[config.mk]
export PLATFORM = sky130hd
export DESIGN_NAME = dcache_ctrl_flat
export DESIGN_NICKNAME = d
export VERILOG_FILES = /design/src/hdl/dcache_pkg.sv /design/src/hdl/dcache_ifs.sv /design/src/hdl/dcache_ctrl.sv /design/src/flat_wrapper.sv
export SDC_FILE = /design/constraint.sdc
export NUM_CORES = 1
export LEC_CHECK = 0
export BUFFER_PORTS_ARGS = -buffer_cell sky130_fd_sc_hd__buf_2
export CORE_AREA = 3 3 363 365
export CTS_CLUSTER_SIZE = 20
export DETAILED_ROUTE_END_ITERATION = 8
export DIE_AREA = 0 0 366 368
export SLEW_MARGIN = 5
export SYNTH_ARGS = -nofsm -noshare
export SYNTH_HDL_FRONTEND = slang
export SYNTH_SLANG_ARGS = --single-unit
[constraint.sdc]
create_clock -name clk -period 12.1 [get_ports clk]
set_clock_uncertainty 0.1 [all_clocks]
set_input_delay 3.025 -clock clk [delete_from_list [all_inputs] [get_ports clk]]
set_output_delay 3.025 -clock clk [all_outputs]
set_load 0.01 [all_outputs]
[src/hdl/dcache_pkg.sv]
package dcache_pkg;

    localparam int addr_width     = 32;
    localparam int word_width     = 32;
    localparam int words_per_line = 4;
    localparam int line_width     = words_per_line * word_width;   // 128
    localparam int num_sets       = 64;                            // default only
    localparam int index_width    = $clog2(num_sets);
    localparam int offset_width   = 4;
    localparam int tag_width      = addr_width - index_width - offset_width;
    localparam int strb_width     = word_width / 8;

    localparam int word_sel_width = $clog2(words_per_line);
    localparam int byte_sel_width = offset_width - word_sel_width;

    // one address word, seen as a flat byte address or as lookup fields
    typedef union packed {
        logic [addr_width-1:0] raw;
        struct packed {
            logic [tag_width-1:0]      tag;
            logic [index_width-1:0]    index;
            logic [word_sel_width-1:0] word_sel;
            logic [byte_sel_width-1:0] byte_off;
        } fields;
    } dcache_addr_u;

endpackage

[src/hdl/dcache_ifs.sv]
`timescale 1ns/1ns

interface tag_port_if import dcache_pkg::*; #(
    parameter int num_sets = dcache_pkg::num_sets
) ();
    localparam int iw = $clog2(num_sets);
    localparam int tw = addr_width - iw - offset_width;

    logic [iw-1:0]      index;      // read and write share the index
    logic [tw-1:0]      cmp_tag;
    logic [1:0]         wr_way;
    logic [tw-1:0]      wr_tag;
    logic               wr_dirty;   // 0 on refill, 1 on store hit

    logic [1:0]         hit;
    logic [1:0]         dirty;
    logic [1:0][tw-1:0] rd_tag;

    modport controller (
        output index, cmp_tag, wr_way, wr_tag, wr_dirty,
        input  hit, dirty, rd_tag
    );
    modport array (
        input  index, cmp_tag, wr_way, wr_tag, wr_dirty,
        output hit, dirty, rd_tag
    );
endinterface

interface data_port_if import dcache_pkg::*; #(
    parameter int num_sets = dcache_pkg::num_sets
) ();
    localparam int iw = $clog2(num_sets);

    logic                               rd_en;
    logic [iw-1:0]                      rd_index;
    logic [iw-1:0]                      wr_index;
    logic [1:0][words_per_line-1:0]     wr_en;      // per way, per word
    logic [line_width-1:0]              wr_line;
    logic [1:0][line_width-1:0]         rd_line;

    modport controller (output rd_en, rd_index, wr_index, wr_en, wr_line, input rd_line);
    modport array (input rd_en, rd_index, wr_index, wr_en, wr_line, output rd_line);
endinterface

[src/hdl/dcache_ctrl.sv]
`timescale 1ns/1ns

module dcache_ctrl import dcache_pkg::*; #(
    parameter int num_sets = dcache_pkg::num_sets
) (
    input  logic                        clk,
    input  logic                        reset,
    input  logic                        req_valid,
    input  logic                        req_write,
    input  dcache_addr_u                req_addr,
    input  logic [word_width-1:0]       req_wdata,
    input  logic [strb_width-1:0]       req_wstrb,
    output logic                        busy,
    output logic                        rdata_valid,
    output logic [word_width-1:0]       rdata,
    tag_port_if.controller              tag,
    data_port_if.controller             data,
    input  logic                        victim_way,
    output logic [$clog2(num_sets)-1:0] plru_index,
    output logic                        hit_stb,
    output logic                        refill_stb,
    output logic                        way,
    output logic                        mem_rd_req,
    output logic [addr_width-1:0]       mem_rd_addr,
    input  logic                        mem_rd_rdy,
    input  logic                        mem_ret_valid,
    input  logic [line_width-1:0]       mem_ret_data,
    output logic                        mem_wr_req,
    output logic [addr_width-1:0]       mem_wr_addr,
    output logic [line_width-1:0]       mem_wr_data,
    input  logic                        mem_wr_rdy,
    input  logic                        mem_wr_done
);
    localparam int iw = $clog2(num_sets);
    localparam int tw = addr_width - iw - offset_width;

    localparam logic [2:0] s_lookup  = 3'd0;
    localparam logic [2:0] s_wb_req  = 3'd1;
    localparam logic [2:0] s_wb_wait = 3'd2;
    localparam logic [2:0] s_rf_req  = 3'd3;
    localparam logic [2:0] s_rf_wait = 3'd4;
    localparam logic [2:0] s_rf_done = 3'd5;

    logic [2:0]            state, next_state;
    logic                  r_valid;
    logic                  r_write;
    dcache_addr_u          r_addr;
    logic [word_width-1:0] r_wdata;
    logic [strb_width-1:0] r_wstrb;
    logic                  vway;        // victim latched at miss
    logic [iw-1:0]         r_index, lk_index;
    logic [tw-1:0]         r_tag;
    logic                  accept, lookup, hit_any, hit_way, miss, store_hit, refill_land;
    logic [word_width-1:0] rd_word, merged;

    assign r_index     = r_addr.raw[offset_width +: iw];
    assign r_tag       = r_addr.raw[addr_width-1 -: tw];
    assign lookup      = (state == s_lookup) & r_valid;
    assign hit_any     = |tag.hit;
    assign hit_way     = tag.hit[1];
    assign miss        = lookup & ~hit_any;
    assign store_hit   = lookup & hit_any & r_write;
    assign refill_land = (state == s_rf_wait) & mem_ret_valid;

    // a store hit costs one busy cycle for the merge write
    assign busy   = (state != s_lookup) | (r_valid & (r_write | ~hit_any));
    assign accept = req_valid & ~busy;

    assign rd_word     = data.rd_line[hit_way][r_addr.fields.word_sel*word_width +: word_width];
    assign rdata       = rd_word;
    assign rdata_valid = lookup & hit_any & ~r_write;

    always_comb begin
        for (int b = 0; b < strb_width; b++) begin
            merged[b*8 +: 8] = r_wstrb[b] ? r_wdata[b*8 +: 8] : rd_word[b*8 +: 8];
        end
    end

    always_ff @(posedge clk) begin
        if (reset)
            r_valid <= 1'b0;
        else if (accept)
            r_valid <= 1'b1;
        else if (lookup & hit_any)
            r_valid <= 1'b0;    // done, nothing new behind it
    end

    always_ff @(posedge clk) begin
        if (accept) begin
            r_write <= req_write;
            r_addr  <= req_addr;
            r_wdata <= req_wdata;
            r_wstrb <= req_wstrb;
        end
        if (miss)
            vway <= victim_way;
    end

    always_ff @(posedge clk) begin
        if (reset)
            state <= s_lookup;
        else
            state <= next_state;
    end

    always_comb begin
        next_state = state;
        case (state)
            s_lookup:  if (miss) next_state = tag.dirty[victim_way] ? s_wb_req : s_rf_req;
            s_wb_req:  if (mem_wr_rdy) next_state = s_wb_wait;
            s_wb_wait: if (mem_wr_done) next_state = s_rf_req;
            s_rf_req:  if (mem_rd_rdy) next_state = s_rf_wait;
            s_rf_wait: if (mem_ret_valid) next_state = s_rf_done;
            s_rf_done: next_state = s_lookup;   // repeat lookup
            default:   next_state = s_lookup;
        endcase
    end

    // new request reads the arrays at its own index, else hold the current one
    assign lk_index      = accept ? req_addr.raw[offset_width +: iw] : r_index;
    assign tag.index     = lk_index;
    assign tag.cmp_tag   = accept ? req_addr.raw[addr_width-1 -: tw] : r_tag;
    assign tag.wr_tag    = r_tag;
    assign tag.wr_dirty  = store_hit;

    assign data.rd_en    = accept | (state == s_rf_done);
    assign data.rd_index = lk_index;
    assign data.wr_index = r_index;
    assign data.wr_line  = refill_land ? mem_ret_data : {words_per_line{merged}};

    always_comb begin
        tag.wr_way = '0;
        data.wr_en = '0;
        if (refill_land) begin
            tag.wr_way[vway] = 1'b1;
            data.wr_en[vway] = '1;
        end else if (store_hit) begin
            tag.wr_way[hit_way] = 1'b1;
            data.wr_en[hit_way][r_addr.fields.word_sel] = 1'b1;
        end
    end

    assign plru_index = r_index;
    assign hit_stb    = lookup & hit_any;
    assign refill_stb = refill_land;
    assign way        = refill_land ? vway : hit_way;

    assign mem_rd_req  = (state == s_rf_req);
    assign mem_rd_addr = {r_tag, r_index, {offset_width{1'b0}}};
    assign mem_wr_req  = (state == s_wb_req);
    assign mem_wr_addr = {tag.rd_tag[vway], r_index, {offset_width{1'b0}}};
    assign mem_wr_data = data.rd_line[vway];    // array output holds during the miss

    // a line lives in at most one way of its set
    a_one_hit: assert property (@(posedge clk) disable iff (reset) $onehot0(tag.hit));

    a_rd_wr_excl: assert property (@(posedge clk) disable iff (reset)
        !(mem_rd_req && mem_wr_req));

endmodule

[src/flat_wrapper.sv]
// flat-port wrapper written by rule: the top's interface ports become plain ports
module dcache_ctrl_flat import dcache_pkg::*;
#(
    parameter int num_sets = dcache_pkg::num_sets
)
  (clk, reset, req_valid, req_write, req_addr, req_wdata, req_wstrb, busy, rdata_valid, rdata, victim_way, plru_index, hit_stb, refill_stb, way, mem_rd_req, mem_rd_addr, mem_rd_rdy, mem_ret_valid, mem_ret_data, mem_wr_req, mem_wr_addr, mem_wr_data, mem_wr_rdy, mem_wr_done, tag_index, tag_cmp_tag, tag_wr_way, tag_wr_tag, tag_wr_dirty, tag_hit, tag_dirty, tag_rd_tag, data_rd_en, data_rd_index, data_wr_index, data_wr_en, data_wr_line, data_rd_line);
  tag_port_if #(.num_sets(num_sets)) tag_i ();
  data_port_if #(.num_sets(num_sets)) data_i ();
  input  logic clk;
  input  logic reset;
  input  logic req_valid;
  input  logic req_write;
  input  dcache_addr_u req_addr;
  input  logic [word_width-1:0] req_wdata;
  input  logic [strb_width-1:0] req_wstrb;
  output logic busy;
  output logic rdata_valid;
  output logic [word_width-1:0] rdata;
  input  logic victim_way;
  output logic [$clog2(num_sets)-1:0] plru_index;
  output logic hit_stb;
  output logic refill_stb;
  output logic way;
  output logic mem_rd_req;
  output logic [addr_width-1:0] mem_rd_addr;
  input  logic mem_rd_rdy;
  input  logic mem_ret_valid;
  input  logic [line_width-1:0] mem_ret_data;
  output logic mem_wr_req;
  output logic [addr_width-1:0] mem_wr_addr;
  output logic [line_width-1:0] mem_wr_data;
  input  logic mem_wr_rdy;
  input  logic mem_wr_done;
  output wire logic [$bits(tag_i.index)-1:0] tag_index;
  output wire logic [$bits(tag_i.cmp_tag)-1:0] tag_cmp_tag;
  output wire logic [$bits(tag_i.wr_way)-1:0] tag_wr_way;
  output wire logic [$bits(tag_i.wr_tag)-1:0] tag_wr_tag;
  output wire logic [$bits(tag_i.wr_dirty)-1:0] tag_wr_dirty;
  input wire logic [$bits(tag_i.hit)-1:0] tag_hit;
  input wire logic [$bits(tag_i.dirty)-1:0] tag_dirty;
  input wire logic [$bits(tag_i.rd_tag)-1:0] tag_rd_tag;
  output wire logic [$bits(data_i.rd_en)-1:0] data_rd_en;
  output wire logic [$bits(data_i.rd_index)-1:0] data_rd_index;
  output wire logic [$bits(data_i.wr_index)-1:0] data_wr_index;
  output wire logic [$bits(data_i.wr_en)-1:0] data_wr_en;
  output wire logic [$bits(data_i.wr_line)-1:0] data_wr_line;
  input wire logic [$bits(data_i.rd_line)-1:0] data_rd_line;
  assign tag_index = tag_i.index;
  assign tag_cmp_tag = tag_i.cmp_tag;
  assign tag_wr_way = tag_i.wr_way;
  assign tag_wr_tag = tag_i.wr_tag;
  assign tag_wr_dirty = tag_i.wr_dirty;
  assign tag_i.hit = tag_hit;
  assign tag_i.dirty = tag_dirty;
  assign tag_i.rd_tag = tag_rd_tag;
  assign data_rd_en = data_i.rd_en;
  assign data_rd_index = data_i.rd_index;
  assign data_wr_index = data_i.wr_index;
  assign data_wr_en = data_i.wr_en;
  assign data_wr_line = data_i.wr_line;
  assign data_i.rd_line = data_rd_line;
  dcache_ctrl #(.num_sets(num_sets)) u_core (.clk(clk), .reset(reset), .req_valid(req_valid), .req_write(req_write), .req_addr(req_addr), .req_wdata(req_wdata), .req_wstrb(req_wstrb), .busy(busy), .rdata_valid(rdata_valid), .rdata(rdata), .tag(tag_i), .data(data_i), .victim_way(victim_way), .plru_index(plru_index), .hit_stb(hit_stb), .refill_stb(refill_stb), .way(way), .mem_rd_req(mem_rd_req), .mem_rd_addr(mem_rd_addr), .mem_rd_rdy(mem_rd_rdy), .mem_ret_valid(mem_ret_valid), .mem_ret_data(mem_ret_data), .mem_wr_req(mem_wr_req), .mem_wr_addr(mem_wr_addr), .mem_wr_data(mem_wr_data), .mem_wr_rdy(mem_wr_rdy), .mem_wr_done(mem_wr_done));
endmodule
# Word-level counts from Yosys, hierarchy flattened
# Cells that the tools add are included.
# totals
ff_bits,74
latchBits,0
ramBits,0
rom_bits,0
inputBits,509
out_inout_bits,439
wordCells,86
n_memories,0
# classes
add_sub_neg,0
mul,0
div_mod_pow,0
n_lt_le_gt_ge,7
eq_ne,10
n_shift,1
muxes,39
n_bitwise,14
reduce_logical,8
# op_table
op,count
128-bit 2-to-1 mux,5
128-bit by 8-bit indexed part select with 32-bit output,1
22-bit 2-to-1 mux,3
8-bit 2-to-1 mux,6
3-bit 2-to-1 mux,5
3-bit one-hot mux with 5 select lines,1
1-bit AND,8
4-bit demux with 1-bit select,2
1-bit 2-to-1 mux,8
4-bit 2-to-1 mux,2
3-bit by 2-bit == test with 1-bit output (second input constant),2
3-bit == test (second input constant),2
1-bit by 2-bit < comparator with 1-bit output (second input constant),3
2-bit 2-to-1 mux,3
6-bit 2-to-1 mux,1
2-bit by 1-bit inequality test with 1-bit output (second input constant),3
5-bit AND reduction,1
2-bit inequality test (second input constant),2
3-bit by 1-bit == test with 1-bit output (second input constant),1
1-bit logical AND,3
3-bit zero test,1
2-bit by 3-bit < comparator with 1-bit output (second input constant),1
1-bit NOT,3
1-bit bitwise OR,3
other kinds (7),9

# Depth between registers and ports, before layout
# Gate-level depths: netlist of the first run.
# logic_depth
word_depth,8
ltp_mapped,8
ltp_nobuf,5

# Worst setup path before layout of the first run
# Ideal clock, no wire load.
# synth_timing
kind,input to output
startpoint,in tag_hit[1]
endpoint,out tag_index[0]
arrival_ns,5.293
required_time_ns,8.975
path_slack_ns,3.682
stages,7
n_path_buf,4
cell_sequence,clkbuf_1 buf_2 o21bai_1 a211oi_1 buf_2 mux2_2 buf_4
# synth_between
elab_chain_len,8
# synth_rtl
element,line,text
start: declaration,flat_wrapper.sv:39,input wire logic [$bits(tag_i.hit)-1:0] tag_hit;
2-bit OR reduction,dcache_ctrl.sv:59,assign hit_any = |tag.hit;
1-bit NOT,dcache_ctrl.sv:66,assign busy = (state != s_lookup) | (r_valid & (r_write | ~hit_any));
1-bit bitwise OR,dcache_ctrl.sv:66,
1-bit AND,dcache_ctrl.sv:66,
1-bit bitwise OR,dcache_ctrl.sv:66,
1-bit NOT,dcache_ctrl.sv:67,assign accept = req_valid & ~busy;
1-bit AND,dcache_ctrl.sv:67,
named net u_core.accept,dcache_ctrl.sv:53,"logic accept, lookup, hit_any, hit_way, miss, store_hit, refill_land;"
6-bit 2-to-1 mux,dcache_ctrl.sv:120,assign lk_index = accept ? req_addr.raw[offset_width +: iw] : r_index;
end: declaration,flat_wrapper.sv:34,output wire logic [$bits(tag_i.index)-1:0] tag_index;
# The timed path passes the listed nets, and every way through them passes these cells.

# Worst setup path in the final report of the first run
# layout_timing
startpoint,in tag_hit[1]
endpoint,out data_wr_line[124]
# layout_between
elab_chain_len,5
# layout_rtl
element,line,text
128-bit 2-to-1 mux (not written as such) (2 in a row),dcache_ctrl.sv:69,assign rd_word = data.rd_line[hit_way][r_addr.fields.word_sel*word_width +: word_width];
128-bit by 8-bit indexed part select with 32-bit output,dcache_ctrl.sv:69,
8-bit 2-to-1 mux,dcache_ctrl.sv:75,merged[b*8 +: 8] = r_wstrb[b] ? r_wdata[b*8 +: 8] : rd_word[b*8 +: 8];
128-bit 2-to-1 mux,dcache_ctrl.sv:129,assign data.wr_line = refill_land ? mem_ret_data : {words_per_line{merged}};
end: declaration,flat_wrapper.sv:46,output wire logic [$bits(data_i.wr_line)-1:0] data_wr_line;
# Every way passes these cells. The select of a mux whose other input is x is not followed.

==> results of run 1 <==
## state kept, by name, summed over array words and instances (netlist names)
name            flops
u_core.r_wstrb      4
u_core.r_addr      30
u_core.r_wdata     32
u_core.r_write      1
u_core.r_valid      1
u_core.vway         1
u_core.state        3
## layout by cell type (no fill, tap or decap), types with 4 or more instances in the layout
cell / netlist / final
a21oi_1: 7 / 7
buf_2: 26 / 936
buf_4: 86 / 25
clkbuf_16: 0 / 9
conb_1: 1 / 8
dfxtp_1: 4 / 4
diode_2: 0 / 41
edfxtp_1: 68 / 68
inv_1: 6 / 5
mux2_2: 183 / 183
mux2i_1: 125 / 125
nand2_1: 10 / 9
nor2_1: 170 / 170
nor3_1: 126 / 126
nor4b_1: 29 / 19
nor4b_2: 0 / 7
o221ai_1: 28 / 28
o22a_1: 28 / 28
o22ai_1: 36 / 36
o22ai_2: 4 / 4
## cell families after synthesis
family	after synthesis	share of synthesized area [%]
multiplexers	309	36.9
buffers and inverters	168	11.0
other	1	0.0415
AO/OA/AOI/OAI	116	9.91
AND/OR/NAND/NOR	352	18.7
flip-flops	72	23.5
## worst reg2reg max path, cell delays in order (launching register included)
cell and delay (ns):
dfxtp_1 0.42, or3_4 0.46, a211oi_4 0.39, buf_4 0.76
buf_4 0.63
## Yosys cell counts (3+ instances only)
cell	instances
buf_4	86
buf_2	26
nand2_1	10
mux2i_1	125
or2_2	4
nor2_1	170
o22ai_2	4
buf_1	5
clkbuf_1	44
nor3_1	126
nand2b_1	3
o221ai_1	28
nor4b_1	29
o22a_1	28
o21ai_0	3
inv_1	6
mux2_2	183
a21oi_1	7
o22ai_1	36
edfxtp_1	68
dfxtp_1	4
## power by group through the flow
stage	logic, µW	clock network, µW	registers (µW)
floorplan	388	0	320
global placement	911	0	345
detailed placement	913	0	344
CTS	916	366	340
global route	954	370	343
finish	901	344	340
## final cells by class
| class | instances | area share (%) |
|---|---|---|
| multi-input combinational | 785 | 38.5 |
| inverter | 6 | 0.151 |
| tap | 1742 | 13.8 |
| clock inverter | 6 | 0.737 |
| antenna | 41 | 0.650 |
| clock buffer | 10 | 1.45 |
| timing repair buffer | 964 | 31.2 |
| sequential | 72 | 13.4 |
## per-layer routing
| metal | track usage (%) | routed length (µm) |
|---|---|---|
| met5 | 0.392 | 145 |
| met2 | 23.9 | 48300 |
| met4 | 4.34 | 3130 |
| met1 | 22.4 | 52100 |
| met3 | 7.30 | 14200 |
## worst max-delay path by stage
stage	from	end	slack (ns)	cells past startpoint
after CTS	tag_hit[1]	data_wr_line[124]	2.75	7
after floorplan	tag_hit[1]	tag_index[0]	3.68	7
after global placement	tag_hit[1]	data_wr_line[124]	2.79	7
after global routing	tag_hit[1]	data_wr_line[124]	2.49	7
after detailed placement	tag_hit[1]	data_wr_line[28]	2.75	7
final	tag_hit[1]	data_wr_line[124]	2.71	7
## through the flow
step | utilization, % | total power (µW)
2_1_floorplan | - | 709
3_3_place_gp | 11.9 | 1260
3_5_place_dp | 11.9 | 1260
4_1_cts | 12.1 | 1620
5_1_grt | 12.2 | 1670
6_report | 12.2 | 1580
==> impl_metrics.tcl, run 1 <==
set metrics [dict create \
    cp_slowest_cell "nor4b_2" \
    regArea_mm2 0.00212 \
    h-tree-depth 3 \
    slew_headroom_pct 22.8 \
    synth_edf_count 68 \
    fillCellCount 15100 \
    cp_num_buf_inv 3 \
    cts-buffers-inserted 9 \
    p_seq_share_pct 21.5 \
    multiInputGateArea_mm2 0.00608 \
    dr_total_vias 12600 \
    cts_buffer_depth 2 \
    placed_area_mm2 0.0153 \
    drt-vias-per-instance 3.48 \
    cts-root-buf "clkbuf_16" \
    post-route-period-util_pct 77.6 \
    drtPass1Iterations 5 \
    ctsResizeCount 0 \
    crit_family "buffers and inverters" \
    worst_slew_pin_slew_ns 1.14 \
    drt_iter0_markers 1207 \
    dp_hpwl_um 107000 \
    syn_to_final_growth_pct 74.6 \
    grt_pass1_vias 12100 \
    dieArea_mm2 0.135 \
    p_per_area_mw_per_mm2 100 \
    cts_tree "yes" \
    yosys-top-cells-area "mux2_2 (23%), edfxtp_1 (23%), mux2i_1 (14%)" \
    syn-cell-area_mm2 0.00904 \
    die_x_um 366 \
    yosys.area.top_type_share_pct 22.8 \
    grt-ovfl-total 0 \
    r2r_end "u_core.r_wstrb[3]" \
    vdd_drop_max_mv 0.0746 \
    grt_max_degree 130 \
    power.leakage_uw 0.00714 \
    grt_pass1_wl_um 143000 \
    postCtsSetupRepairBufs 0 \
    cts_hold_buffers 0 \
    die_h_um 368 \
    async_flop_share_pct 0 \
    min_delay_path_depth 2 \
    crit_required_ns 8.97 \
    core_area_mm2 0.129 \
    whs_ns 0.488 \
    final_area_mm2 0.0158 \
    slew_violations 0 \
    finalHoldViolCount 0 \
    path_cells "clkbuf_8 > buf_12 > mux2i_1 > o22ai_1 > nor4b_2 > nor3_1 > buf_2" \
    tns_ns 0 \
    synthCells 1018 \
    rows 132 \
    fin_ws_ns 2.71 \
    synth-seq-cells 72 \
    place_inst 3569 \
    p_int_uw 826 \
    cts_num_sinks 72 \
    instances_no_fill 3626 \
    fin_nets 2347 \
    worstHoldEndpoint "u_core.r_valid" \
    wl_um 118000 \
    critPathMaxFanout 54 \
    avgSynthCellArea_um2 8.88 \
    rrSetupSlack_ns 8.91 \
    synthFlopType "edfxtp_1" \
    cp_slowest_stage_delay_ns 0.83 \
    initial_core_util_pct 7.00 \
    rr_worst_depth 4 \
    endpoint_kind "output port" \
    ant_nets 0 \
    max_freq_ghz 0.106 \
    grt_use_total_pct 16.6 \
    crit_type "primary input to output port" \
    yosysUniqueCellTypes 41 \
    cts.clk_slew.worst_paths_ns 0.06 \
    drive_gt1_share_pct 64.7 \
    ios 948 \
    io_buffers 937 \
    wl_per_cell_um 32.5 \
    hold_class "register to register" \
    fin_crit_ns 9.39 \
    antenna_found_initial 101 \
    worstHoldStart "u_core.r_valid" \
    p_sw_share_pct 47.9 \
    drcViolationCount 0 \
    yosysWarnings 0 \
    maxCapViolations 0 \
    place_congestion 0.917 \
    rsz0062_at_grt "no" \
    yosys.area.top_type "mux2_2" \
    power.switching_uw 759 \
    crit_arrival_ns 6.27 \
    status "finished, final reports clean" \
    dp_worst_setup_slack_ns 2.75 \
    r2r_start "u_core.state[2]" \
    ys_seq_area_share_pct 23.5 \
    p_clk_share_pct 21.7 \
    p_comb_share_pct 56.8 \
    critPathLaunchType "primary input" \
    setup_viol 0 \
    clock_latency_ns 0.38 \
]
No activity file was read; power rests on OpenSTA's default activity.
==> run 2, diff against run 1 <==
--- a/config.mk
+++ b/config.mk
@@ -6,10 +6,10 @@
 export NUM_CORES = 1
 export LEC_CHECK = 0
 export BUFFER_PORTS_ARGS = -buffer_cell sky130_fd_sc_hd__buf_2
-export CORE_AREA = 3 3 363 365
+export CORE_AREA = 3 3 372 374
 export CTS_CLUSTER_SIZE = 20
 export DETAILED_ROUTE_END_ITERATION = 8
-export DIE_AREA = 0 0 366 368
+export DIE_AREA = 0 0 375 377
 export SLEW_MARGIN = 5
 export SYNTH_ARGS = -nofsm -noshare
 export SYNTH_HDL_FRONTEND = slang
==> constraint.sdc (replaced) <==
create_clock -name clk -period 7.9 [get_ports clk]
set_clock_uncertainty 0.1 [all_clocks]
set_input_delay 1.975 -clock clk [delete_from_list [all_inputs] [get_ports clk]]
set_output_delay 1.975 -clock clk [all_outputs]
set_load 0.01 [all_outputs]
==> run 2 against run 1 <==
Global-route usage down 0.85 points. Register-to-register slack worse by 3.4 ns. Worst hold slack better by 0.0010 ns. Highest routed layer unchanged.
==> impl_metrics.tcl, run 2 (synthesized netlist as in run 1, its figures left out) <==
set metrics [dict create \
    power_uw 2330 \
    critPathMaxFanout 63 \
    cts_hold_buffers 0 \
    max_freq_ghz 0.141 \
    ios 948 \
    rsz0062_at_grt "no" \
    place_congestion 0.878 \
    fillCellCount 15700 \
    die_x_um 375 \
    dr_total_vias 13000 \
    final_area_mm2 0.0159 \
    cp_slowest_stage_delay_ns 1.04 \
    multiInputGateArea_mm2 0.00610 \
    finalHoldViolCount 0 \
    crit_cells 7 \
    grt_max_degree 116 \
    wl_um 118000 \
    power.leakage_uw 0.00717 \
    status "finished, final reports clean" \
    endpoint_kind "output port" \
    initial_core_util_pct 6.68 \
    dieArea_mm2 0.141 \
    postCtsSetupRepairBufs 0 \
    cp_num_buf_inv 3 \
    use_met3_pct 11.0 \
    wl_per_cell_um 32.0 \
    io_buffers 937 \
    regArea_mm2 0.00212 \
    crit_arrival_ns 5.01 \
    worst_slew_pin_slew_ns 1.37 \
    tns_ns 0 \
    slew_headroom_pct 8.09 \
    grt_pass1_wl_um 141000 \
    rows 135 \
    cts-root-buf "clkbuf_16" \
    grt-ovfl-total 0 \
    drcViolationCount 0 \
    path_cells "buf_8 > buf_4 > mux2i_1 > o22a_1 > nor4b_2 > nor3_1 > buf_2" \
    syn_to_final_growth_pct 75.9 \
    layout_common_cells "buf_2 (936), mux2_2 (183), nor2_1 (170), nor3_1 (126), mux2i_1 (125)" \
    setup_viol 0 \
    critPathLaunchType "primary input" \
    cts_num_sinks 72 \
    drive_gt1_share_pct 65.2 \
    met1_usage_pct 18.4 \
    drt-vias-per-instance 3.53 \
    crit_family "simple AND/OR/NAND/NOR gates" \
    cts_buffer_depth 2 \
    hold_class "register to register" \
    vdd_drop_max_mv 0.0913 \
    largest_register_ff_count 32 \
    dp_hpwl_um 106000 \
    reg_top3 "u_core.r_wdata: 32 flops, u_core.r_addr: 30 flops, u_core.r_wstrb: 4 flops" \
    clock_latency_ns 0.39 \
    grt_pass1_vias 12000 \
    min_delay_path_depth 2 \
    post-route-period-util_pct 89.7 \
    cts.clk_slew.worst_paths_ns 0.07 \
    ctsResizeCount 0 \
    drt_iter0_markers 918 \
    cp_slowest_cell "nor4b_2" \
    grtUsageMet2_pct 23.1 \
    ant_nets 0 \
    slew_violations 0 \
    drtPass1Iterations 5 \
    h-tree-depth 3 \
    rr_worst_depth 4 \
    crit_type "primary input to output port" \
    largest_register "u_core.r_wdata" \
    cts-buffers-inserted 9 \
    cts_tree "yes" \
    fin_nets 2355 \
    busiest_layer "met2" \
    final_common_cell "buf_2" \
    placed_area_mm2 0.0155 \
    grt_use_total_pct 15.8 \
    crit_required_ns 5.83 \
    p_per_area_mw_per_mm2 147 \
    core_area_mm2 0.135 \
    die_h_um 377 \
    maxCapViolations 0 \
    rrSetupSlack_ns 5.51 \
    antenna_found_initial 151 \
    fin_crit_ns 7.09 \
]
-- run 2: cell count changes in the layout (fill, tap and decap cells not counted), moves of 2 or more --
cell / delta
bufinv_16: -3
nor4b_1: -4
nor4b_2: +5
clkinvlp_4: +2
buf_4: +5
inv_6: +2
diode_2: +6
buf_12: +3
-- run 2: final timing paths --
| path | from | to |
|---|---|---|
| min | u_core.r_valid | u_core.r_valid |
| max | tag_hit[1] | data_wr_line[20] |
| max reg2reg | u_core.state[2] | u_core.r_wdata[13] |
| min reg2reg | u_core.r_valid | u_core.r_valid |
-- run 2: power by group --
| group | leakage (µW) | switching (µW) | internal, µW |
|---|---|---|---|
| sequential | 0.000683 | 45.3 | 467 |
| combinational | 0.00635 | 886 | 494 |
| clock | 0.000135 | 222 | 219 |
| total | 0.00717 | 1150 | 1180 |
-- run 2: area by class of cell --
class	instances	share of cell area [%]
diodes	47	0.740
clock buffers	9	1.42
clock inverters	7	0.386
inverters	6	0.142
multi-input cells	785	38.4
flip-flops and latches	72	13.3
well taps	1781	14.0
repair buffers	972	31.6
-- run 2: routing by layer --
layer  up-vias  share of wire, %
met2       970                41
met1      6206                39
met4        82               3.1
met3       265                16
met5         -              0.47
li1       5471                 -
-- run 2: through the flow --
stage / utilization (%) / hold slack [ns] / setup WS (ns) / cells
after CTS: 11.7 / 0.484 / 0.713 / 3632
final: 11.8 / 0.489 / 0.813 / 3679
after global routing: 11.7 / 0.533 / 0.664 / 3646
after global placement: 11.4 / 0.461 / 0.401 / 3615
after detailed placement: 11.5 / 0.472 / 0.719 / 3616
after floorplan: - / 0.408 / 1.58 / 1025
-- run 2: worst reg2reg max path, stage by stage (launching register included) --
cell and delay (ns):
dfxtp_1 0.42, or3_4 0.47, a211oi_4 0.26, buf_12 0.41, buf_4 0.43
